$ cat config.mk
export PLATFORM = sky130hd
export DESIGN_NAME = sya_drain
export DESIGN_NICKNAME = d
export VERILOG_FILES = /design/src/hw/sya_pkg.sv /design/src/hw/sya_drain.sv
export VERILOG_INCLUDE_DIRS = /design/src /design/src/hw
export SDC_FILE = /design/constraint.sdc
export NUM_CORES = 1
export LEC_CHECK = 0
export BUFFER_PORTS_ARGS = -buffer_cell sky130_fd_sc_hd__buf_2
export CAP_MARGIN = 25
export CORE_AREA = 2 2 253 255
export DETAILED_ROUTE_END_ITERATION = 6
export DIE_AREA = 0 0 255 257
export GPL_TIMING_DRIVEN = 0
export PLACE_DENSITY_LB_ADDON = 0.12
export SYNTH_ARGS = -nofsm -noshare
export SYNTH_HDL_FRONTEND = slang
export SYNTH_SLANG_ARGS = --single-unit
$ cat constraint.sdc
create_clock -name clk -period 6.36 [get_ports clk]
set_clock_uncertainty 0.15 [all_clocks]
set_input_delay 0.636 -clock clk [delete_from_list [all_inputs] [get_ports clk]]
set_output_delay 0.636 -clock clk [all_outputs]
set_load 0.02 [all_outputs]
$ cat src/hw/sya_defines.svh
`ifndef SYA_DEFINES_SVH
`define SYA_DEFINES_SVH

// =========================================================================
// Array geometry
// =========================================================================
`define SYA_NUM_ROW 4
`define SYA_NUM_COL 4

// =========================================================================
// Datapath and counter widths
// =========================================================================
// Activation, weight and output element
`define SYA_ACT_W 8
// Accumulator wide enough for long channel runs
`define SYA_PSUM_W 32
// Global buffer address
`define SYA_ADDR_W 16
// Channel and group counts
`define SYA_CNT_W 16

`endif

$ cat src/hw/sya_pkg.sv
`include "sya_defines.svh"

package sya_pkg;

    // Scalars
    typedef logic signed [`SYA_ACT_W-1:0]  act_t;
    typedef logic signed [`SYA_PSUM_W-1:0] psum_t;
    typedef logic [`SYA_ADDR_W-1:0]        addr_t;
    typedef logic [`SYA_CNT_W-1:0]         cnt_t;

    // One operand per array edge lane
    typedef act_t [`SYA_NUM_ROW-1:0] act_row_t;
    typedef act_t [`SYA_NUM_COL-1:0] wgt_col_t;

    // Requantized row of unsigned bytes
    typedef logic [`SYA_NUM_COL-1:0][`SYA_ACT_W-1:0] ofm_row_t;

    typedef psum_t [`SYA_NUM_ROW-1:0][`SYA_NUM_COL-1:0] psum_grid_t;

    // 93-bit configuration word with fields listed from the MSB
    typedef struct packed {
        addr_t                 ofm_base;
        addr_t                 act_base;
        addr_t                 wgt_base;
        cnt_t                  num_grp;
        cnt_t                  chn;
        logic [4:0]            shift;
        logic [`SYA_ACT_W-1:0] zp;
    } sya_cfg_t;

    typedef enum logic [1:0] {IDLE, READ, FLUSH, DRAIN} sya_state_e;

endpackage

$ cat src/hw/sya_drain.sv
`timescale 1ns/1ps
`include "sya_defines.svh"

module sya_drain (
    input  logic                  clk,
    input  logic                  rst_n,
    input  logic                  drain_go,
    input  sya_pkg::psum_grid_t   psum,
    input  sya_pkg::sya_cfg_t     cfg,
    output sya_pkg::ofm_row_t     ofm_dat,
    output sya_pkg::addr_t        ofm_addr,
    output logic                  ofm_vld,
    input  logic                  ofm_rdy,
    output logic                  drain_done
);

    import sya_pkg::*;

    localparam int NUM_ROW = `SYA_NUM_ROW;
    localparam int NUM_COL = `SYA_NUM_COL;
    localparam int ROW_W   = $clog2(NUM_ROW);

    logic [ROW_W-1:0] row_idx;
    cnt_t             grp_cnt;
    addr_t            wr_off;
    logic             wr_fire;
    logic             row_last;

    // ReLU, then shift, then zero point, mod 256
    function automatic logic [`SYA_ACT_W-1:0] requant(
        input psum_t                 p,
        input logic [4:0]            sh,
        input logic [`SYA_ACT_W-1:0] zp
    );
        psum_t shifted;
        shifted = p >>> sh;
        if (p < 0) begin
            return '0;
        end
        return shifted[`SYA_ACT_W-1:0] + zp;
    endfunction

    // =========================================================================
    // Row select and write handshake
    // =========================================================================
    // Ctrl drops drain_go right after the last row, so nothing is left pending
    assign ofm_vld    = drain_go;
    assign wr_fire    = ofm_vld && ofm_rdy;
    assign row_last   = row_idx == ROW_W'(NUM_ROW - 1);
    assign drain_done = wr_fire && row_last;
    assign ofm_addr   = cfg.ofm_base + wr_off;

    always_comb begin
        for (int c = 0; c < NUM_COL; c++) begin
            ofm_dat[c] = requant(psum[row_idx][c], cfg.shift, cfg.zp);
        end
    end

    always_ff @(posedge clk or negedge rst_n) begin
        if (!rst_n) begin
            row_idx <= '0;
            grp_cnt <= '0;
            wr_off  <= '0;
        end else if (wr_fire) begin
            row_idx <= row_last ? '0 : row_idx + ROW_W'(1);
            if (row_last && grp_cnt == cfg.num_grp - cnt_t'(1)) begin
                // Next run starts again at its own base
                grp_cnt <= '0;
                wr_off  <= '0;
            end else begin
                if (row_last) begin
                    grp_cnt <= grp_cnt + cnt_t'(1);
                end
                wr_off <= wr_off + addr_t'(1);
            end
        end
    end

endmodule

---- After elaboration in Yosys (flattened, before gate mapping) ----
Index checks and enable logic that the tools add are counted.
word-level totals
  output and inout bits ................... 50
  register bits ........................... 34
  word-level logic and storage cells ...... 46
operators by class
  reduce and logical (&&, ||, !) cells .... 5
  shifts and indexed selects .............. 4
  $lt $le $gt $ge ......................... 5
  add/subtract/negate cells ............... 9
  muxes and demuxes ....................... 18
  eq/ne operators ......................... 2
operator list
  kind                     number
  $bmux W128 S2            1
  $lt A32 B1 Y1 const B    4
  $mux W128                1
  $sshr A32 B5 Y8          4
  $mux W8                  8
  $mux W16                 3
  $add A16 B1 Y16 const B  2
  $add A8 B8 Y8            4
  $add A16 B16 Y16         1
  $eq A16 B16 Y1           1
  $sub A16 B1 Y16 const B  1
  $mux W1                  4
  $logic_and A1 B1 Y1      3
  $lt A2 B3 Y1 const B     1
  $add A2 B1 Y2 const B    1
  $eq A2 B2 Y1 const B     1
  $mux W2                  1
  $reduce_and A2 Y1        1
  $reduce_bool A2 Y1       1

---- Longest topological paths before layout ----
  depth after elaboration ................. 5
  depth in mapped cells ................... 23
  mapped depth without buffers ............ 17

---- Worst setup path before layout ----
OpenSTA, ideal clock, no wires.
  kind .................................... input-to-output
  start point ............................. in cfg[9] in the netlist's numbering
  end point ............................... out ofm_dat[7] in the netlist's numbering
  path buffers ............................ 5
  data required time ...................... 5.574 ns
  setup slack ............................. 0.970 ns
  stages on the path ...................... 19
  arrival ................................. 4.604 ns
  path through ............................ buf_2 > inv_1 > buf_4 > buf_4 > buf_2 > buf_4 > mux4_2 > mux2i_1 > mux4_2 > a21oi_1 > ha_1 > a21o_1 > a211oi_1 > o21a_1 > nor3_1 > nor3_1 > mux2i_1 > or2_1 > a31oi_1
RTL lines
  item         RTL line         RTL
  from (decl)  sya_drain.sv:9   input sya_pkg::sya_cfg_t cfg,
  to (decl)    sya_drain.sv:10  output sya_pkg::ofm_row_t ofm_dat,

==> results.toml <==
[logic_synthesis]
synth_area_leaders = "mux4_2 24%, mux2i_1 12%, mux2_2 11%"
synthFlopType = "dfrtp_1"
yosysMostFrequentCell = "nand2_1"
syn_inst = 1493
synth_top_area_frac = 0.2400
syn_nets = 2155
syn_avg_cell_area_um2 = 8.735
synth_top_cells_by_count = "167 x nand2_1, 157 x nor2_1, 152 x mux2i_1, 139 x mux4_2, 131 x mux2_2"
synth_seq_area_share = 0.06524
async_flop_share = 1.000
yosys.area.top_type = "mux4_2"
synth_seq_cells = 34
synth_edf_count = 0
syn_area_mm2 = 0.01304
ys_warn_count = 0
ys_types = 66

[sta]
worst_slew_pin_slew_ns = 1.020
finalCriticalPeriod_ns = 6.225
finalHoldViolCount = 0
slew_viol_final = 0
rsz0062_at_grt = "false"
max_freq_mhz = 160.6
finalCritPeriodShare = 0.9788
setup-violations-final = 0
relSlewSlack = 0.3176
holdWs_ns = 0.3076

[cts]
max-clock-path-buffers = 2
clock-sinks = 34
cts_max_level = 2
clockRootBuffer = "clkbuf_16"
cts_made_buffers = 5
clock_latency_ns = 0.29
hold_buffers = 0
clkTransAtPathRegs_ns = 0.06
cts_tree = "done"

[critical_path]
slowest_delay_ns = 0.62
cp_max_fo = 10
crit_buf_inv = 5
slowest_stage = "buf_1"
path_cells = "buf_2 -> buf_2 -> buf_8 -> buf_1 -> nand2_1 -> o21ai_0 -> mux2i_1 -> mux4_2 -> a21oi_4 -> ha_1 -> a21o_1 -> a211oi_2 -> o21a_1 -> nor3_1 -> nor3_1 -> mux2i_1 -> or2_1 -> a31oi_1 -> buf_2"
crit_top_cell = "buf_2"
cp.arrival_ns = 5.44
worst_ep_required_time_ns = 5.57
crit_path_start_kind = "input pin"
path_class = "input pin to output pin"
cp-end-kind = "output pin"
crit_family = "buffers and inverters"

[global_route]
grt_max_degree = 35
grt_pass1_wl_um = 126200
antenna_found_initial = 16
grtUsageTotal = 0.2771
first_global_vias = 15740
overflow = 0

[final_layout]
utilization = 0.2840
drive_gt1_frac = 0.4784
syn_to_final_growth_pct = 36.64
final_cells = 2966
fin_nets = 2772

[detailed_routing]
first_iter_violations = 1537
vias_per_cell = 5.305
ant_nets = 0
route.detailed.drc = 0
drt_pass1_iterations = 7
post_drt_wl_per_cell_um = 31.64
wirelength_um = 93850
num_vias = 15740

[placed_design]
hpwl_um = 80960
dp_cells = 2950
gp_congestion = 0.9907
numPortBuffers = 608

[die]
start_util = 0.2079
fp.dieW_um = 255
die-height_um = 257
dieArea_mm2 = 0.06554
num_io_pins = 659
core_area_mm2 = 0.06274
num_rows = 92

[power]
powerDensity_mw_per_mm2 = 355.2
max-vdd-ir-drop_v = 0.0001526
leakagePower_nw = 8.002

[outcome]
status = "complete, no violations"

[worst_hold_path]
worstHoldPathType = "input pin to async pin"

[job]
drv_cap = 0
==> cell type report <==
class                           instances  area, um2
Fill cell                            6949      44920
Multi-Input combinational cell       1311      11660
Timing Repair Buffer                  613       3093
Tap cell                              846       1059
Buffer                                121      878.3
Sequential cell                        34      850.8
Clock buffer                            6      138.9
Inverter                               24      97.59
Antenna cell                            9      22.52
Clock inverter                          2      16.27
==> report_power, final <==
group | total (W) | internal, W | leakage [nW] | switching (W)
clock | 0.000271 | 0.000158 | 0.0735 | 0.000113
combinational | 0.00577 | 0.00229 | 7.50 | 0.00348
sequential | 0.000293 | 0.000248 | 0.425 | 0.0000450
total | 0.00633 | 0.00269 | 8.00 | 0.00364
==> state kept, by name, indices dropped and copies added, names as in the netlist <==
signal   cells
grp_cnt     16
row_idx      2
wr_off      16
==> layer usage <==
metal | routed length (um) | track usage | share of wire | up-vias
met5 | 64 | 0 | 0.00068 | -
met4 | 2095 | 0.06075 | 0.022 | 10
met3 | 8371 | 0.07738 | 0.089 | 92
met2 | 43040 | 0.4376 | 0.46 | 825
met1 | 40290 | 0.3738 | 0.43 | 7883
li1 | - | - | - | 6925
==> stage by stage <==
step / setup slack [ns] / power, W / setup TNS (ns) / area [um2]
2_1_floorplan: 0.9703 / 0.003592 / 0 / 13040
4_1_cts: 0.0006901 / 0.006136 / 0 / 17530
3_3_place_gp: -1.266 / 0.005765 / -11.34 / 17140
3_5_place_dp: -1.069 / 0.005758 / -7.513 / 17170
5_1_grt: 0.0004765 / 0.006624 / 0 / 17810
6_report: 0.1347 / 0.006330 / 0 / 17820
==> worst paths after layout <==
path | slack [ns] | startpoint | endpoint | cells past startpoint
setup / recovery | 0.13 | cfg[9] | ofm_dat[7] | 19
hold / removal | 0.31 | rst_n | wr_off[14] | 1
setup reg to reg | 3.28 | grp_cnt[2] | grp_cnt[15] | 10
hold reg to reg | 0.42 | wr_off[12] | wr_off[12] | 2
max in group asynchronous | 5.18 | rst_n | grp_cnt[11] | 1
min in group clk | 0.42 | wr_off[12] | wr_off[12] | 2
==> what timing repair did <==
item	4_1_cts	5_1_grt
cloned	0	0
endpoints found under the hold margin	0	0
setup buffers	0	1
endpoints found under the setup margin	23	6
resized for setup	83	84
pin swaps	0	3
==> logic make-up after synthesis <==
kind of cell,after synthesis,share of synthesized area
buf+inv,148,0.05286
mux,424,0.4716
compound gates,293,0.1453
simple gates,465,0.1593
xor+xnor,76,0.05210
fa+ha+maj,53,0.05373
flops,34,0.06524
==> worst reg2reg max path, delay by kind of cell, from the launching register on <==
family          cells  cell delay, ns
compound gates      3            1.15
flops               1            0.33
buf+inv             2            0.57
simple gates        5            0.74
==> cell usage in the layout, fill, tap and decap left out, drive strengths merged, types with 6 or more instances in the layout <==
master,netlist,routed
nor3,33,33
mux2i,152,152
nand3,26,26
a21o,23,23
dfrtp,34,34
or2,6,6
a211oi,9,9
nor2b,15,15
inv,22,22
o32ai,16,16
o311ai,7,7
diode,0,9
o211ai,26,26
or3,9,9
clkbuf,49,57
xor2,32,32
xnor2,43,43
nand2b,11,11
o21ai,81,81
nand2,167,167
a31oi,9,9
mux2,133,133
and3,16,16
o221ai,6,6
mux4,139,139
buf,75,679
ha,48,48
o21a,12,12
nor2,157,157
a21oi,73,73
Power figures use the tool's default switching activity.
