<file path="src/hw/sya_defines.svh">
`ifndef SYA_DEFINES_SVH
`define SYA_DEFINES_SVH

// =========================================================================
// Array geometry
// =========================================================================
`define SYA_NUM_ROW 4
`define SYA_NUM_COL 4

// =========================================================================
// Datapath and counter widths
// =========================================================================
// Activation, weight and output element
`define SYA_ACT_W 8
// Accumulator wide enough for long channel runs
`define SYA_PSUM_W 32
// Global buffer address
`define SYA_ADDR_W 16
// Channel and group counts
`define SYA_CNT_W 16

`endif

</file>
<file path="src/hw/sya_pkg.sv">
`include "sya_defines.svh"

package sya_pkg;

    // Scalars
    typedef logic signed [`SYA_ACT_W-1:0]  act_t;
    typedef logic signed [`SYA_PSUM_W-1:0] psum_t;
    typedef logic [`SYA_ADDR_W-1:0]        addr_t;
    typedef logic [`SYA_CNT_W-1:0]         cnt_t;

    // One operand per array edge lane
    typedef act_t [`SYA_NUM_ROW-1:0] act_row_t;
    typedef act_t [`SYA_NUM_COL-1:0] wgt_col_t;

    // Requantized row of unsigned bytes
    typedef logic [`SYA_NUM_COL-1:0][`SYA_ACT_W-1:0] ofm_row_t;

    typedef psum_t [`SYA_NUM_ROW-1:0][`SYA_NUM_COL-1:0] psum_grid_t;

    // 93-bit configuration word with fields listed from the MSB
    typedef struct packed {
        addr_t                 ofm_base;
        addr_t                 act_base;
        addr_t                 wgt_base;
        cnt_t                  num_grp;
        cnt_t                  chn;
        logic [4:0]            shift;
        logic [`SYA_ACT_W-1:0] zp;
    } sya_cfg_t;

    typedef enum logic [1:0] {IDLE, READ, FLUSH, DRAIN} sya_state_e;

endpackage

</file>
<file path="src/hw/sya_ctrl.sv">
`timescale 1ns/1ps
`include "sya_defines.svh"

module sya_ctrl (
    input  logic                clk,
    input  logic                rst_n,
    input  logic                cfg_vld,
    output logic                cfg_rdy,
    input  sya_pkg::sya_cfg_t   cfg_info,
    output sya_pkg::addr_t      act_addr,
    output logic                act_addr_vld,
    input  logic                act_addr_rdy,
    output sya_pkg::addr_t      wgt_addr,
    output logic                wgt_addr_vld,
    input  logic                wgt_addr_rdy,
    input  logic                act_dat_vld,
    input  logic                wgt_dat_vld,
    output logic                dat_rdy,
    output logic                step,
    output logic                zero_in,
    output logic                acc_clr,
    output logic                drain_go,
    input  logic                drain_done,
    output sya_pkg::sya_cfg_t   cfg
);

    import sya_pkg::*;

    // Zero steps needed to push the last channel through PE (R-1,C-1)
    localparam int FLUSH_STEPS = `SYA_NUM_ROW + `SYA_NUM_COL - 1;
    localparam int FLUSH_W     = $clog2(FLUSH_STEPS + 1);

    sya_state_e           state;
    cnt_t                 addr_ch;
    cnt_t                 dat_ch;
    cnt_t                 grp_idx;
    addr_t                grp_base;
    logic [FLUSH_W-1:0]   flush_cnt;

    logic addr_fire;
    logic dat_fire;
    logic dat_last;
    logic flush_last;
    logic grp_last;

    // =========================================================================
    // Read address and data handshakes
    // =========================================================================
    // Each address valid waits for the other channel's ready
    assign act_addr_vld = (state == READ) && (addr_ch < cfg.chn) && wgt_addr_rdy;
    assign wgt_addr_vld = (state == READ) && (addr_ch < cfg.chn) && act_addr_rdy;
    assign addr_fire    = act_addr_vld && act_addr_rdy;

    assign act_addr = cfg.act_base + grp_base + addr_ch;
    assign wgt_addr = cfg.wgt_base + addr_ch;

    assign dat_rdy  = (state == READ) && (dat_ch < cfg.chn);
    assign dat_fire = dat_rdy && act_dat_vld && wgt_dat_vld;

    assign dat_last   = dat_ch == cfg.chn - cnt_t'(1);
    assign flush_last = flush_cnt == FLUSH_W'(FLUSH_STEPS - 1);
    assign grp_last   = grp_idx == cfg.num_grp - cnt_t'(1);

    assign cfg_rdy  = state == IDLE;
    assign zero_in  = state == FLUSH;
    // Flush steps ignore back-pressure
    assign step     = dat_fire || (state == FLUSH);
    assign drain_go = state == DRAIN;
    // Accumulators clear on the edge that takes the last row
    assign acc_clr  = drain_done;

    // =========================================================================
    // Group / channel sequencer
    // =========================================================================
    always_ff @(posedge clk or negedge rst_n) begin
        if (!rst_n) begin
            state     <= IDLE;
            cfg       <= '0;
            addr_ch   <= '0;
            dat_ch    <= '0;
            grp_idx   <= '0;
            grp_base  <= '0;
            flush_cnt <= '0;
        end else begin
            case (state)
                IDLE: begin
                    if (cfg_vld) begin
                        cfg      <= cfg_info;
                        addr_ch  <= '0;
                        dat_ch   <= '0;
                        grp_idx  <= '0;
                        grp_base <= '0;
                        state    <= READ;
                    end
                end
                READ: begin
                    if (addr_fire) begin
                        addr_ch <= addr_ch + cnt_t'(1);
                    end
                    if (dat_fire) begin
                        dat_ch <= dat_ch + cnt_t'(1);
                        if (dat_last) begin
                            flush_cnt <= '0;
                            state     <= FLUSH;
                        end
                    end
                end
                FLUSH: begin
                    flush_cnt <= flush_cnt + FLUSH_W'(1);
                    if (flush_last) begin
                        state <= DRAIN;
                    end
                end
                DRAIN: begin
                    if (drain_done) begin
                        addr_ch <= '0;
                        dat_ch  <= '0;
                        if (grp_last) begin
                            state <= IDLE;
                        end else begin
                            // Next group reads the following chn activations
                            grp_idx  <= grp_idx + cnt_t'(1);
                            grp_base <= grp_base + cfg.chn;
                            state    <= READ;
                        end
                    end
                end
                default: state <= IDLE;
            endcase
        end
    end

endmodule

</file>
<file path="config.mk">
export PLATFORM = sky130hd
export DESIGN_NAME = sya_ctrl
export DESIGN_NICKNAME = d
export VERILOG_FILES = /design/src/hw/sya_pkg.sv /design/src/hw/sya_ctrl.sv
export VERILOG_INCLUDE_DIRS = /design/src /design/src/hw
export SDC_FILE = /design/constraint.sdc
export NUM_CORES = 1
export LEC_CHECK = 0
export ABC_AREA = 1
export BUFFER_PORTS_ARGS = -buffer_cell sky130_fd_sc_hd__buf_4
export CORE_MARGIN = 1.5
export CORE_UTILIZATION = 46
export DETAILED_ROUTE_END_ITERATION = 16
export GPL_TIMING_DRIVEN = 1
export PLACE_DENSITY = 0.71
export SLEW_MARGIN = 5
export SYNTH_ARGS = -nofsm -noshare
export SYNTH_HDL_FRONTEND = slang
export SYNTH_SLANG_ARGS = --single-unit
export TNS_END_PERCENT = 30
</file>
<file path="constraint.sdc">
create_clock -name clk -period 2.91 [get_ports clk]
set_clock_uncertainty 0.05 [all_clocks]
set_input_delay 0.291 -clock clk [delete_from_list [all_inputs] [get_ports clk]]
set_output_delay 0.291 -clock clk [all_outputs]
set_load 0.005 [all_outputs]
</file>
== Yosys cells after proc, flatten, opt, wreduce, memory -nomap -nowiden ==
Cells that the tools add are included.
W data, S select, Z words.
Word-level totals
  register bits: 162
  memory bits (writable): 0
  bits of input ports: 101
  output and inout port bits: 133
  ROM bits: 0
  memories: 0
  bits in latches: 0
  logic and storage cells: 78
Operators by class
  $lt $le $gt $ge: 2
  shift operators: 0
  bitwise operators: 0
  eq/ne operators: 13
  reduce and logical (&&, ||, !) cells: 18
  multiplexer cells: 22
  div/mod/pow operators: 0
  $add $sub $neg: 10
  $mul: 0
Operator list (number)
  $mux W16: 8
  $pmux W16 S3: 2
  $add A16 B16 Y16: 4
  $pmux W16 S2: 2
  $add A16 B1 Y16 const B: 3
  $eq A16 B16 Y1: 2
  $lt A16 B16 Y1: 2
  $sub A16 B1 Y16 const B: 2
  $reduce_and A4 Y1: 3
  $mux W2: 5
  $ne A2 B2 Y1 const B: 5
  $pmux W2 S4: 1
  $logic_and A1 B1 Y1: 7
  $mux W3: 2
  $pmux W3 S2: 1
  $reduce_and A5 Y1: 1
  $eq A2 B2 Y1 const B: 2
  $ne A2 B1 Y1 const B: 2
  $reduce_bool A2 Y1: 2
  $add A3 B1 Y3 const B: 1
  $eq A3 B3 Y1 const B: 1
  $reduce_and A3 Y1: 1
  $reduce_bool A3 Y1: 1
  $eq A2 B1 Y1 const B: 1
  4 further kinds: 4

== Longest topological paths before layout ==
  word-level depth: 6
  gate-level depth with buffers: 17
  gate-level depth less buffers: 17

== Worst setup path before layout ==
OpenSTA, ideal clock, no wires.
  path type: reg-to-output
  start point: register addr_ch[1]
  end point: output act_addr[11]
  arrival: 2.629 ns
  data required time: 2.569 ns
  path buffers: 0
  cell stages (with the launch flop): 12
  slack: -0.060 ns
  path through: dfrtp_1 > fa_1 > ha_1 > inv_1 > fa_1 > o21ai_0 > a21boi_0 > o21ai_0 > a21oi_1 > nor2_1 > nor2_1 > xnor2_1
Between the ends
  cells in the longest elaborated chain, start to end: 1
Ends and longest elaborated chain
  from (decl): RTL line sya_ctrl.sv:34  | cnt_t addr_ch;
  from (signal assigned): RTL line sya_ctrl.sv:98  | addr_ch <= addr_ch + cnt_t'(1);
  $add A16 B16 Y16: RTL line sya_ctrl.sv:54  | assign act_addr = cfg.act_base + grp_base + addr_ch;
  to (decl): RTL line sya_ctrl.sv:10  | output sya_pkg::addr_t act_addr,
No other way between the ends.

== Worst setup path after layout ==
  start point: register cfg[62] in the netlist's numbering
  end point: output act_addr[15]
Between the ends
  cells in the longest elaborated chain, start to end: 2
Ends and longest elaborated chain
  from (decl): RTL line sya_ctrl.sv:24  | output sya_pkg::sya_cfg_t cfg
  from (signal assigned): RTL line sya_ctrl.sv:88  | cfg <= cfg_info;
  $add A16 B16 Y16 (2 in a row): RTL line sya_ctrl.sv:54
No other way between the ends.

==> out/metrics.cfg <==
[run_status]
status = finished, violations left
violations = negative setup slack

[timing]
setup_tns_ns = -2.57
setup_viol = 12
final_max_slew_viol_count = 0
fin_ws_ns = -0.418
rsz0062_at_grt = yes
period_share_pct = 114
fmax_mhz = 301
hold_viol = 0
min_period_ns = 3.33
slew_headroom_pct = 52.1
tightest_slew_ns = 0.719

[logic_synthesis]
yosys_warnings = 0
yosysMostFrequentCell = nand2_1
ys.flop_type = dfrtp_1
synth_area_mm2 = 0.0117
syn_inst = 1432
yosys.area.top_type = dfrtp_1
yosys-top-cells-area = dfrtp_1, nand2_1, ha_1
syn-num-nets = 1637
synth_top_area_share_pct = 34.6
synth_commonest_cells = nand2_1, dfrtp_1, nor2_1
synth_edf_count = 0
syn_avg_cell_area_um2 = 8.18
synthArstFlopShare_pct = 100
seq_area_frac_synth_pct = 34.6
yosys_register_bits = 162
synth.distinct_cells = 44

[setup_path]
critPathLaunch = cfg[62]
startpoint_type = flip-flop
cp_max_fo = 3
criticalPathCategory = reg2out
crit_path_end_kind = output pin
r2r-start = cfg[25]
slowest_stage = fa_1
critPathRequiredTime_ns = 2.57
ff2ff_setup_slack_ns = 0.25
critPathTopFamily = adder cells
path_buf_inv = 2
regToRegEndpoint = dat_ch[0]
crit_arrival_ns = 2.99
r2r_cells = 10
max_stage_delay_ns = 0.55
crit_path_cell_trace = fa_1, ha_2, inv_2, fa_2, o21ai_4, nand3_2, o2111ai_4, a21oi_2, o21bai_1, xor2_1, buf_4

[floorplanning]
dieHeight_um = 163
die_w_um = 163
core_area_mm2 = 0.0251
die-area_mm2 = 0.0264
io_pins = 234
row_count = 58
start_util_pct = 46.7

[pwr]
switching_share_pct = 44.7
peakVddDrop_mv = 0.807
power_switching_w = 0.00723
power.static_leakage_nw = 7.59
p_per_area_mw_per_mm2 = 1050
comb_power_share_pct = 61.6
power_frac_clock_pct = 14.4
p_int_w = 0.00895
p_seq_share_pct = 24.0

[worst_hold_path]
holdPathStages = 2
min_from = cfg_info[0]
hp-class = in2reg
min_to = cfg[0]

[placed_design]
pre_cts_ws_ns = -0.181
hpwl_um = 28000
gp_congestion = 0.968
port_buffers = 233

[clocking]
clock_latency_ns = 0.44
cts_num_sinks = 162
clockBufferDepth = 2
h-tree-depth = 4
cts_buffers = 17
clkTransAtPathRegs_ns = 0.08
cts_tree = done
root_buffer = clkbuf_16

[grt]
grt_pass1_vias = 10800
overflow = 0
grt.total_usage_pct = 27.5
grt_pass1_wl_um = 56300
grt_max_degree = 75
antenna_found_initial = 1

[route]
drt_iter0_drc = 793
viasPerCell = 5.27
first_pass_iters = 5
drt_wl_total_um = 35800
drc = 0
dr_total_vias = 10900
postRouteAntennaNets = 0
wl_per_cell_um = 17.2

[final_layout]
register_area_mm2 = 0.00406
drive_above_1_share_pct = 31.2
antenna_cells = 0
fill_cells = 2227
area_growth_pct = 31.2
fin_util_pct = 61.2
multiInputGateArea_mm2 = 0.00737
finalNetCount = 1939

[job]
drv_cap = 0

==> layout make-up <==
cell class / instances / area share (%)
inverters: 116 / 2.83
clock inverters: 15 / 1.21
clock buffers: 17 / 2.77
well taps: 330 / 2.69
multi-input cells: 1120 / 47.9
flip-flops and latches: 162 / 26.4
repair buffers: 317 / 16.2
==> stage by stage <==
| step | total power [W] | hold WS [ns] | std cells | instance area [um^2] |
|---|---|---|---|---|
| after global placement | 0.0129 | 0.327 | 2038 | 14300 |
| after CTS | 0.0160 | 0.0136 | 2076 | 15300 |
| final | 0.0162 | 0.0264 | 2077 | 15400 |
| after global routing | 0.0173 | 0.0154 | 2077 | 15400 |
| after floorplan | 0.00893 | -0.0546 | 1432 | 11700 |
| after detailed placement | 0.0131 | 0.328 | 2038 | 14300 |
==> sequential cells by signal (all words and copies together) (netlist names) <==
signal / cells
state: 2
addr_ch: 16
cfg: 93
grp_base: 16
grp_idx: 16
flush_cnt: 3
dat_ch: 16
==> worst max path at each step <==
stage | end | slack, ns | cells after the start
after global routing | act_addr[11] | -0.55 | 12
after global placement | act_addr[11] | -0.11 | 12
final | act_addr[15] | -0.42 | 11
after CTS | act_addr[11] | -0.40 | 12
after detailed placement | act_addr[11] | -0.18 | 12
after floorplan | act_addr[11] | 0.04 | 11
==> layer usage <==
metal	routed length (um)	part of all wire, %	track usage (%)	up-vias
li1	-	-	-	5317
met1	15700	44	37.0	5125
met2	16300	45	44.0	431
met3	2630	7.3	5.27	65
met4	1150	3.2	10.4	2
met5	13	0.036	0	-
==> power groups by stage <==
stage | combinational, W | sequential [W] | clock [W]
final | 0.00997 | 0.00388 | 0.00233
after global routing | 0.0109 | 0.00399 | 0.00245
after CTS | 0.00975 | 0.00388 | 0.00237
after detailed placement | 0.00923 | 0.00391 | 0
after global placement | 0.00906 | 0.00388 | 0
after floorplan | 0.00510 | 0.00383 | 0
==> layout by cell type (no fill, tap or decap), types with 72 or more instances in the layout <==
cell | netlist | layout
ha_1 | 86 | 78
buf_4 | 1 | 303
nor2_1 | 160 | 159
xor2_1 | 79 | 75
dfrtp_1 | 162 | 160
nand2_1 | 327 | 320
mux2_2 | 72 | 72
inv_1 | 111 | 110
nand3_1 | 79 | 75
a21oi_1 | 85 | 78
==> cells by family (layout without fill, tap and decap cells) <==
kind of cell,Yosys count,after routing,synth area share [%]
compound gates,176,176,8.72
buf+inv,150,465,5.44
simple gates,666,666,24.4
mux,72,72,6.92
xor+xnor,102,102,7.62
flops,162,162,34.6
fa+ha+maj,104,104,12.3
==> repair_timing <==
action / CTS / global route
hold buffers: 1 / 0
buffers inserted: 5 / 1
cloned: 0 / 0
hold endpoints to repair: 72 / 0
pin swaps: 22 / 9
resized for setup: 53 / 24
endpoints found under the setup margin: 18 / 19
Power figures use the tool's default switching activity.
