===== config.mk =====
export PLATFORM = sky130hd
export DESIGN_NAME = sya_skew
export DESIGN_NICKNAME = d
export VERILOG_FILES = /design/src/hw/sya_pkg.sv /design/src/hw/sya_skew.sv
export VERILOG_INCLUDE_DIRS = /design/src /design/src/hw
export SDC_FILE = /design/constraint.sdc
export NUM_CORES = 1
export LEC_CHECK = 0
export CORE_MARGIN = 3
export CORE_UTILIZATION = 60
export DETAILED_ROUTE_END_ITERATION = 10
export DONT_BUFFER_PORTS = 1
export PLACE_DENSITY = 0.76
export SYNTH_ARGS = -nofsm -noshare
export SYNTH_HDL_FRONTEND = slang
export SYNTH_SLANG_ARGS = --single-unit

===== constraint.sdc =====
create_clock -name clk -period 0.87 [get_ports clk]
set_input_delay 0.174 -clock clk [delete_from_list [all_inputs] [get_ports clk]]
set_output_delay 0.174 -clock clk [all_outputs]
set_load 0.03 [all_outputs]

===== src/hw/sya_defines.svh =====
`ifndef SYA_DEFINES_SVH
`define SYA_DEFINES_SVH

// =========================================================================
// Array geometry
// =========================================================================
`define SYA_NUM_ROW 4
`define SYA_NUM_COL 4

// =========================================================================
// Datapath and counter widths
// =========================================================================
// Activation, weight and output element
`define SYA_ACT_W 8
// Accumulator wide enough for long channel runs
`define SYA_PSUM_W 32
// Global buffer address
`define SYA_ADDR_W 16
// Channel and group counts
`define SYA_CNT_W 16

`endif


===== src/hw/sya_pkg.sv =====
`include "sya_defines.svh"

package sya_pkg;

    // Scalars
    typedef logic signed [`SYA_ACT_W-1:0]  act_t;
    typedef logic signed [`SYA_PSUM_W-1:0] psum_t;
    typedef logic [`SYA_ADDR_W-1:0]        addr_t;
    typedef logic [`SYA_CNT_W-1:0]         cnt_t;

    // One operand per array edge lane
    typedef act_t [`SYA_NUM_ROW-1:0] act_row_t;
    typedef act_t [`SYA_NUM_COL-1:0] wgt_col_t;

    // Requantized row of unsigned bytes
    typedef logic [`SYA_NUM_COL-1:0][`SYA_ACT_W-1:0] ofm_row_t;

    typedef psum_t [`SYA_NUM_ROW-1:0][`SYA_NUM_COL-1:0] psum_grid_t;

    // 93-bit configuration word with fields listed from the MSB
    typedef struct packed {
        addr_t                 ofm_base;
        addr_t                 act_base;
        addr_t                 wgt_base;
        cnt_t                  num_grp;
        cnt_t                  chn;
        logic [4:0]            shift;
        logic [`SYA_ACT_W-1:0] zp;
    } sya_cfg_t;

    typedef enum logic [1:0] {IDLE, READ, FLUSH, DRAIN} sya_state_e;

endpackage


===== src/hw/sya_skew.sv =====
`timescale 1ns/1ps
`include "sya_defines.svh"

module sya_skew #(
    parameter type lane_t = sya_pkg::act_row_t
) (
    input  logic   clk,
    input  logic   rst_n,
    input  logic   step,
    input  logic   zero_in,
    input  lane_t  din,
    output lane_t  dout
);

    import sya_pkg::*;

    localparam int NUM_LANE = $bits(lane_t) / `SYA_ACT_W;

    // Lane k runs k step positions behind lane 0
    for (genvar k = 0; k < NUM_LANE; k++) begin : g_lane
        if (k == 0) begin : g_direct
            assign dout[k] = zero_in ? '0 : din[k];
        end else begin : g_chain
            act_t stage [k];

            always_ff @(posedge clk or negedge rst_n) begin
                if (!rst_n) begin
                    for (int j = 0; j < k; j++) begin
                        stage[j] <= '0;
                    end
                end else if (step) begin
                    stage[0] <= zero_in ? '0 : din[k];
                    for (int j = 1; j < k; j++) begin
                        stage[j] <= stage[j-1];
                    end
                end
            end

            assign dout[k] = stage[k-1];
        end
    end

endmodule


# After elaboration in Yosys (flattened, before gate mapping)
# Cells that the tools add are included.
[word_totals]
ff_bits = 48
input_bits = 36
out_inout_bits = 32
elab_cells = 10
[op_classes]
muxes = 4
[ops]
columns = ["cell", "n"]
rows = [
  ["two-way mux 8 bit", 4],
]

# Depth between registers and ports, before layout
# Gate-level depths: netlist of the first run.
[logic_depth]
word_depth = 1
depth_mapped = 4
ltp_nobuf = 2

# Least setup slack after synthesis of the first run
# No wires, ideal clock.
[synth_path]
path_type = "input -> output"
start = "input port zero_in"
end = "output port dout[0] (netlist bit)"
t_arrival_ps = 804
t_required_ps = 696
slack_ps = -108
cell_stages = 2
path_buffers = 1
path_cell_list = "clkbuf_1 nor2b_1"
[synth_rtl]
columns = ["element", "line_no", "source"]
rows = [
  ["start, declared", "sya_skew.sv:10", "input logic zero_in,"],
  ["end, declared", "sya_skew.sv:12", "output lane_t dout"],
]

# Final worst setup path of the first run
[layout_path]
start = "register g_lane[2].g_chain.stage, in the netlist dout[22]"
end = "output port dout[22] (netlist bit)"
[layout_rtl]
columns = ["element", "line_no", "source"]
rows = [
  ["start, declared", "sya_skew.sv:24", "act_t stage [k];"],
  ["start signal, assigned by index", "sya_skew.sv:34", "stage[j] <= stage[j-1];"],
]
# No word-level cell between the ends.

==> impl_metrics.csv, run 1 <==
group,metric,value,unit
outcome,status,"finished with violations",
outcome,failed_checks,"hold timing, setup timing",
clock_network,cts_root_buf,"clkbuf_4",
critical_path,crit_path_start_kind,"register",
critical_path,cp-end-kind,"output port",
synthesis,syn-cell-area,2190,sq um
sta,period_share,125,%
global_routing,grt_max_degree,73,
global_routing,grt_overflow_total,0,
layout,layout_commonest_cell,"dfrtp_1",
global_routing,grt_pass1_wl,6270,um
critical_path,crit_fanout,2,
pwr,peakVddDrop,1.08,mV
critical_path,worst-path-buf-inv,1,
floorplan,num_rows,21,
layout,syn_to_final_growth,18.1,%
floorplan,die_h,66.4,um
synthesis,yosysWarnings,0,
sta,rsz0062_at_grt,"yes",
pwr,internal-power,0.00350,W
sta,maxSlewViolCount,0,
pwr,p_switching,0.00129,W
sta,finalSetupViolations,35,
floorplan,core-area,3420,sq um
detailed_routing,drt_iter0_drc,89,
layout,nets,242,
synthesis,avgSynthCellArea,12.2,sq um
run,max_cap_violations,0,
sta,hold_viol,79,
sta,fin_crit,1.09,ns
floorplan,start_util,64.1,%
detailed_routing,wl_per_cell,14.8,um
critical_path,worstPathArrival,0.92,ns
layout,drive_gt1_share,38.2,%
pwr,combinationalPowerShare,23.7,%
layout,stdcell_count,253,
sta,fin_setup_tns,-5.25,ns
layout,diodes,0,
layout,most-common-layout-cells,"48 x dfrtp_1, 31 x buf_6, 24 x nand3b_1",
global_routing,track_usage,19.2,%
critical_path,slowest_stage,"dfrtp_1",
sta,fin_worst_skew,0.0113,ns
synthesis,ys_types,11,
clock_network,clockBufferDepth,2,
clock_network,clkSinkCount,48,
detailed_routing,drt_first_pass_iters,4,
detailed_routing,wl,3740,um
place,gp_congestion,0.672,
global_routing,grt_pass1_vias,1333,
critical_path,crit_type,"register to output port",
global_routing,antenna_found_initial,0,
clock_network,clk_latency,0.34,ns
clock_network,clkTransAtPathRegs,0.13,ns
sta,relSlewSlack,86.1,%
layout,multi_input_area,703,sq um
synthesis,synth_fp_nets,215,
layout,ff_latch_area,1200,sq um
critical_path,critPathTopFamily,"flip-flops",
clock_network,cts_made_buffers,5,
sta,holdWs,-0.500,ns
sta,tightestPinTransition,0.206,ns
detailed_routing,drc,0,
pwr,netSwitchingFraction,26.9,%
critical_path,crit_required,0.70,ns
layout,final_area,2580,sq um
worst_hold_path,hold_path.class,"primary input to async pin",
pwr,power.leakage,1.27,nW
detailed_routing,vias,1291,
critical_path,crit_chain,"buf_6",
detailed_routing,antenna_left,0,
synthesis,seq_area_frac_synth,54.9,%
layout,fillCellCount,232,
clock_network,cts_tree,"done",
place,placed_cells_incl_taps,230,
floorplan,ios,68,
synthesis,synth_seq_cells,48,
sta,layout_setup_ws,-0.220,ns
critical_path,slowest_delay,0.42,ns
place,io_buffers,0,
synthesis,synthCells,179,
floorplan,die_area,4410,sq um
detailed_routing,viasPerCell,5.10,
pwr,clockPowerShare,21.6,%
sta,max_freq,918,MHz
place,postPlaceCellArea,2290,sq um
place,hpwlAfterDp,2420,um
pwr,power_frac_seq,54.7,%
pwr,p_per_area,1850,nW/um^2
clock_network,htreeDepth,2,
floorplan,die_width,66.4,um
## registers in the layout (all words and copies together), names as in the netlist
name,cells
g_lane.g_chain.stage,32
dout,16
## cell usage after synthesis, drive strengths merged
library cell | number | area share [%]
dfrtp | 48 | 55
inv | 24 | 4.1
nor2b | 8 | 2.3
o21ai | 24 | 5.5
clkbuf | 5 | 0.86
nand3b | 24 | 8.2
mux2 | 24 | 16
buf | 22 | 8.0
## cell type report
cell class / count / share of cell area, %
clock buffers: 7 / 2.13
clock inverters: 1 / 0.291
inverters: 24 / 3.49
multi-input cells: 80 / 27.2
flip-flops and latches: 48 / 46.5
well taps: 46 / 2.23
repair buffers: 47 / 18.2
## metrics by stage
stage          hold slack (ns)  total power [W]  utilization (%)  setup WS (ns)
5_1_grt                 -0.548          0.00504             75.6         -0.285
6_report                -0.500          0.00479             75.6         -0.220
4_1_cts                 -0.529          0.00480             73.8         -0.249
3_5_place_dp            -0.120          0.00355             67.1         0.0976
2_1_floorplan           -0.122          0.00346                -         -0.108
3_3_place_gp            -0.120          0.00351             67.1          0.128
## worst paths after layout
kind                                                               from                                       to  slack, ns  depth (start not counted)
worst max-delay path                               dout[22]$_DFFE_PN0P_                                 dout[22]      -0.22                          1
worst min-delay path                                              rst_n  g_lane[3].g_chain.stage[19]$_DFFE_PN0P_      -0.50                          0
worst max register to register                     dout[26]$_DFFE_PN0P_                     dout[26]$_DFFE_PN0P_      -0.04                          2
worst min register to register  g_lane[3].g_chain.stage[16]$_DFFE_PN0P_   g_lane[3].g_chain.stage[8]$_DFFE_PN0P_       0.51                          1
max in group asynchronous                                         rst_n                     dout[31]$_DFFE_PN0P_       1.28                          0
min in group clk                                                   step   g_lane[1].g_chain.stage[5]$_DFFE_PN0P_      -0.09                          1
## power by group through the flow
stage,clock network [W],logic [W],registers (W)
finish,0.00104,0.00114,0.00262
global route,0.00118,0.00121,0.00265
CTS,0.00110,0.00108,0.00261
detailed placement,0,0.000914,0.00264
global placement,0,0.000893,0.00262
floorplan,0,0.000801,0.00266
## routing by layer
layer	GRT usage [%]	wire (um)
met3	5.78	241
met1	26.6	1670
met2	27.5	1790
met4	9.14	27
met5	0	0
## cells by family after synthesis
family          after synthesis  synth area share (%)
compound gates               24                  5.49
buf+inv                      51                  13.0
flops                        48                  54.9
mux                          24                  16.1
simple gates                 32                  10.5
## timing repair
item,4_1_cts,5_1_grt
setup endpoints to repair,24,32
buffers inserted,10,7
gates resized for setup,24,9
hold endpoints to repair,96,96
Power figures use the tool's default switching activity.
==> run 2, diff against run 1 <==
--- a/config.mk
+++ b/config.mk
@@ -11,6 +11,7 @@
 export DETAILED_ROUTE_END_ITERATION = 10
 export DONT_BUFFER_PORTS = 1
 export PLACE_DENSITY = 0.76
+export REMOVE_ABC_BUFFERS = 1
 export SYNTH_ARGS = -nofsm -noshare
 export SYNTH_HDL_FRONTEND = slang
 export SYNTH_SLANG_ARGS = --single-unit
==> constraint.sdc (replaced) <==
create_clock -name clk -period 0.87 [get_ports clk]
set_input_delay 0.087 -clock clk [delete_from_list [all_inputs] [get_ports clk]]
set_output_delay 0.087 -clock clk [all_outputs]
set_load 0.03 [all_outputs]
==> impl_metrics.csv, run 2 (synthesis gave the netlist of run 1 again) <==
group,metric,value,unit
outcome,status,"finished with violations",
outcome,failed_checks,"hold timing, setup timing",
sta,fin_crit,1.01,ns
floorplan,num_rows,21,
sta,max_freq,995,MHz
floorplan,core-area,3420,sq um
critical_path,rr_endpoint,"dout[30]$_DFFE_PN0P_",
critical_path,crit_fanout,2,
critical_path,crit_type,"register to output port",
sta,layout_setup_ws,-0.135,ns
critical_path,startpoint,"g_lane[1].g_chain.stage[0]$_DFFE_PN0P_",
run,max_cap_violations,0,
layout,regMostFlops,"g_lane.g_chain.stage",
critical_path,slowest_delay,0.42,ns
worst_hold_path,hold_path.class,"primary input to async pin",
pwr,internal-power,0.00339,W
global_routing,antenna_found_initial,0,
pwr,p_switching,0.00127,W
sta,fin_setup_tns,-3.17,ns
sta,period_share,116,%
clock_network,cts_root_buf,"clkbuf_4",
layout,drive_gt1_share,37.6,%
critical_path,worst-path-buf-inv,1,
critical_path,crit_chain,"buf_6",
pwr,p_per_area,1830,nW/um^2
critical_path,r2r-start,"dout[30]$_DFFE_PN0P_",
clock_network,clockBufferDepth,2,
critical_path,endpoint,"dout[8]",
global_routing,grt_pass1_vias,1340,
pwr,combinationalPowerShare,24.0,%
floorplan,start_util,64.1,%
floorplan,die_area,4410,sq um
pwr,peakVddDrop,1.26,mV
sta,holdWs,-0.587,ns
detailed_routing,antenna_left,0,
critical_path,critPathTopFamily,"flip-flops",
sta,tightestPinTransition,0.195,ns
sta,fin_worst_skew,0.00915,ns
clock_network,clkSinkCount,48,
layout,diodes,0,
layout,nets,241,
clock_network,clk_latency,0.35,ns
global_routing,track_usage,18.9,%
critical_path,r2r_cells,2,
pwr,clockPowerShare,19.9,%
layout,most-common-layout-cells,"48 x dfrtp_1, 28 x buf_6, 24 x nand3b_1",
detailed_routing,viasPerCell,5.14,
detailed_routing,vias,1291,
sta,relSlewSlack,86.9,%
clock_network,clkTransAtPathRegs,0.13,ns
clock_network,cts_tree,"done",
critical_path,regToRegSetupSlack,-0.04,ns
pwr,netSwitchingFraction,27.3,%
critical_path,worstPathArrival,0.92,ns
critical_path,slowest_stage,"dfrtp_1",
place,hpwlAfterDp,2490,um
global_routing,grt_pass1_wl,6220,um
pwr,power_frac_seq,56.1,%
critical_path,crit_path_start_kind,"register",
floorplan,die_h,66.4,um
clock_network,cts_made_buffers,5,
pwr,fin_total_pwr,0.00466,W
detailed_routing,wl,3800,um
detailed_routing,drt_first_pass_iters,4,
layout,utilization,74.6,%
critical_path,crit_required,0.78,ns
detailed_routing,drc,0,
floorplan,ios,68,
critical_path,cp.depth,1,
detailed_routing,wl_per_cell,15.1,um
layout,largest_register_ff_count,32,
sta,maxSlewViolCount,0,
place,gp_congestion,0.684,
sta,hold_viol,96,
sta,finalSetupViolations,34,
global_routing,grt_overflow_total,0,
clock_network,htreeDepth,2,
layout,syn_to_final_growth,16.5,%
detailed_routing,drt_iter0_drc,95,
layout,layout_commonest_cell,"dfrtp_1",
sta,rsz0062_at_grt,"yes",
place,io_buffers,0,
critical_path,cp-end-kind,"output port",
floorplan,die_width,66.4,um
global_routing,grt_max_degree,73,
pwr,power.leakage,1.26,nW
==> run 2: changes by cell type in the layout (fill, tap and decap cells not counted) <==
cell	change
clkinvlp_4	-1
buf_4	+2
buf_6	-3
clkbuf_8	-1
clkinv_2	+1
==> run 2: repair_timing <==
item / 4_1_cts / 5_1_grt
buffers inserted: 10 / 4
gates cloned: 0 / 0
endpoints found under the hold margin: 96 / 96
endpoints found under the setup margin: 24 / 32
gates resized for setup: 24 / 6
==> run 2: power groups by stage <==
| stage | Clock (W) | Combinational [W] | Sequential, W |
|---|---|---|---|
| final | 0.000929 | 0.00112 | 0.00262 |
| after global routing | 0.00107 | 0.00118 | 0.00265 |
| after CTS | 0.000959 | 0.00108 | 0.00261 |
| after detailed placement | 0 | 0.000909 | 0.00264 |
| after global placement | 0 | 0.000896 | 0.00262 |
| after floorplan | 0 | 0.000363 | 0.00287 |
==> run 2: per-layer routing <==
layer,wire length [um],GRT usage (%),vias up
met3,244,5.44,4
met4,33,6.85,0
li1,-,-,611
met1,1530,23.8,630
met5,0,0,-
met2,1990,31.0,46
==> run 2: worst min path at each step <==
stage	endpoint	slack, ns	depth (start not counted)
after floorplan	dout[16]$_DFFE_PN0P_	-0.21	0
after detailed placement	dout[22]$_DFFE_PN0P_	-0.21	0
after global routing	dout[17]$_DFFE_PN0P_	-0.62	0
final	dout[25]$_DFFE_PN0P_	-0.59	0
after global placement	dout[22]$_DFFE_PN0P_	-0.21	0
after CTS	g_lane[2].g_chain.stage[15]$_DFFE_PN0P_	-0.60	0
==> run 2: area by class of cell <==
cell class                 instances  area (sq um)
sequential                        48          1200
clock buffer                       6          41.3
inverter                          24          90.1
timing repair buffer              46           450
tap                               46          57.6
clock inverter                     1          5.00
fill                             211           867
multi-input combinational         80           703
==> run 2: through the flow <==
stage                     cells  cell area, sq um  setup slack, ns
after floorplan             152              1990          -0.0187
after global placement      230              2290            0.127
after detailed placement    230              2290           0.0985
after CTS                   247              2500           -0.153
after global routing        251              2550           -0.185
final                       251              2550           -0.135
==> run 3, diff against run 2 <==
==> constraint.sdc (replaced) <==
create_clock -name clk -period 1.1 [get_ports clk]
set_input_delay 0.11 -clock clk [delete_from_list [all_inputs] [get_ports clk]]
set_output_delay 0.11 -clock clk [all_outputs]
set_load 0.03 [all_outputs]
==> impl_metrics.csv, run 3 (synthesis gave the netlist of run 1 again) <==
group,metric,value,unit
layout,most-common-layout-cells,"48 x dfrtp_1, 32 x buf_4, 24 x inv_1, 24 x nand3b_1, 24 x o21ai_0",
sta,rsz0062_at_grt,"no",
layout,ff_latch_area,1200,sq um
sta,maxSlewViolCount,0,
pwr,clockPowerShare,20.6,%
clock_network,cts_made_buffers,5,
sta,hold_viol,96,
critical_path,crit_path_start_kind,"register",
pwr,combinationalPowerShare,20.5,%
detailed_routing,vias,1239,
place,io_buffers,0,
floorplan,die_width,66.4,um
clock_network,cts_root_buf,"clkbuf_4",
floorplan,ios,68,
global_routing,grt_pass1_vias,1274,
floorplan,die_h,66.4,um
worst_hold_path,hold_path.class,"primary input to async pin",
global_routing,grt_overflow_total,0,
clock_network,clkTransAtPathRegs,0.12,ns
pwr,power.leakage,1.16,nW
critical_path,crit_chain,"buf_4",
layout,multi_input_area,703,sq um
sta,fin_crit,1.03,ns
place,hpwlAfterDp,2490,um
place,postPlaceCellArea,2290,sq um
place,gp_congestion,0.684,
clock_network,cts_tree,"done",
clock_network,clkSinkCount,48,
layout,final_area,2340,sq um
clock_network,clockBufferDepth,2,
critical_path,rr_endpoint,"g_lane[3].g_chain.stage[14]$_DFFE_PN0P_",
clock_network,cts_setup_buffers,0,
detailed_routing,viasPerCell,5.23,
outcome,failed_checks,"hold timing",
layout,regMostFlops,"g_lane.g_chain.stage",
clock_network,cts_resized,0,
run,max_cap_violations,0,
critical_path,crit_fanout,2,
global_routing,grt_max_degree,73,
detailed_routing,antenna_left,0,
critical_path,cp.depth,1,
sta,relSlewSlack,87.4,%
floorplan,core-area,3420,sq um
pwr,internal-power,0.00254,W
pwr,p_per_area,1490,nW/um^2
detailed_routing,drc,0,
detailed_routing,drt_iter0_drc,97,
floorplan,start_util,64.1,%
clock_network,htreeDepth,2,
layout,fillCellCount,246,
clock_network,clk_latency,0.34,ns
sta,fin_worst_skew,0.00619,ns
layout,largest_register_ff_count,32,
layout,syn_to_final_growth,6.86,%
pwr,peakVddDrop,0.984,mV
detailed_routing,drt_first_pass_iters,4,
pwr,power_frac_seq,58.9,%
critical_path,slowest_delay,0.41,ns
sta,period_share,94.1,%
critical_path,crit_type,"register to output port",
layout,layout_commonest_cell,"dfrtp_1",
critical_path,r2r-start,"g_lane[3].g_chain.stage[14]$_DFFE_PN0P_",
critical_path,slowest_stage,"dfrtp_1",
floorplan,num_rows,21,
critical_path,critPathTopFamily,"flip-flops",
layout,drive_gt1_share,32.5,%
critical_path,worst-path-buf-inv,1,
pwr,p_switching,0.000946,W
outcome,status,"finished with violations",
critical_path,cp-end-kind,"output port",
floorplan,die_area,4410,sq um
critical_path,r2r_cells,1,
pwr,netSwitchingFraction,27.2,%
layout,diodes,0,
detailed_routing,wl,3570,um
sta,max_freq,967,MHz
global_routing,antenna_found_initial,0,
critical_path,startpoint,"g_lane[1].g_chain.stage[2]$_DFFE_PN0P_",
sta,finalSetupViolations,0,
critical_path,regToRegSetupSlack,0.32,ns
global_routing,grt_pass1_wl,5910,um
sta,fin_setup_tns,0,ns
sta,holdWs,-0.552,ns
sta,tightestPinTransition,0.187,ns
critical_path,crit_required,0.99,ns
critical_path,worstPathArrival,0.92,ns
layout,nets,227,
detailed_routing,wl_per_cell,15.1,um
global_routing,track_usage,18.0,%
-- run 3: cell count changes in the layout (fill, tap and decap cells not counted), sizes merged --
cell  change
buf      -14
-- run 3: how the worst max path moves through the flow --
stage,end
after global placement,dout[29]$_DFFE_PN0P_
after global routing,dout[31]
after floorplan,dout[16]$_DFFE_PN0P_
after CTS,dout[12]
final,dout[10]
after detailed placement,dout[24]$_DFFE_PN0P_
-- run 3: layer usage --
layer  vias up  global-route usage (%)  wire, um
met5         -                       0         0
met1       605                    22.5      1480
met3         2                    5.27       223
met2        45                    29.4      1850
met4         0                    6.85        17
li1        587                       -         -
-- run 3: area by class of cell --
cell class | count | area share (%)
inverter | 24 | 3.85
clock buffer | 6 | 1.77
clock inverter | 1 | 0.214
multi-input combinational | 80 | 30.1
sequential | 48 | 51.4
timing repair buffer | 32 | 10.3
tap | 46 | 2.46
-- run 3: metrics by stage --
step	setup slack [ns]	total power, W	cells	hold WS, ns	utilization [%]
after global placement	0.357	0.00278	230	-0.185	67.1
after floorplan	0.211	0.00256	152	-0.186	-
after detailed placement	0.329	0.00281	230	-0.184	67.1
after CTS	0.0362	0.00353	237	-0.575	68.5
after global routing	0.00237	0.00368	237	-0.599	68.5
final	0.0654	0.00348	237	-0.552	68.5
-- run 3: power by group through the flow --
stage	combinational [W]	sequential, W	clock, W
2_1_floorplan	0.000287	0.00227	0
3_3_place_gp	0.000709	0.00207	0
3_5_place_dp	0.000719	0.00209	0
4_1_cts	0.000721	0.00205	0.000759
5_1_grt	0.000756	0.00208	0.000846
6_report	0.000713	0.00205	0.000718
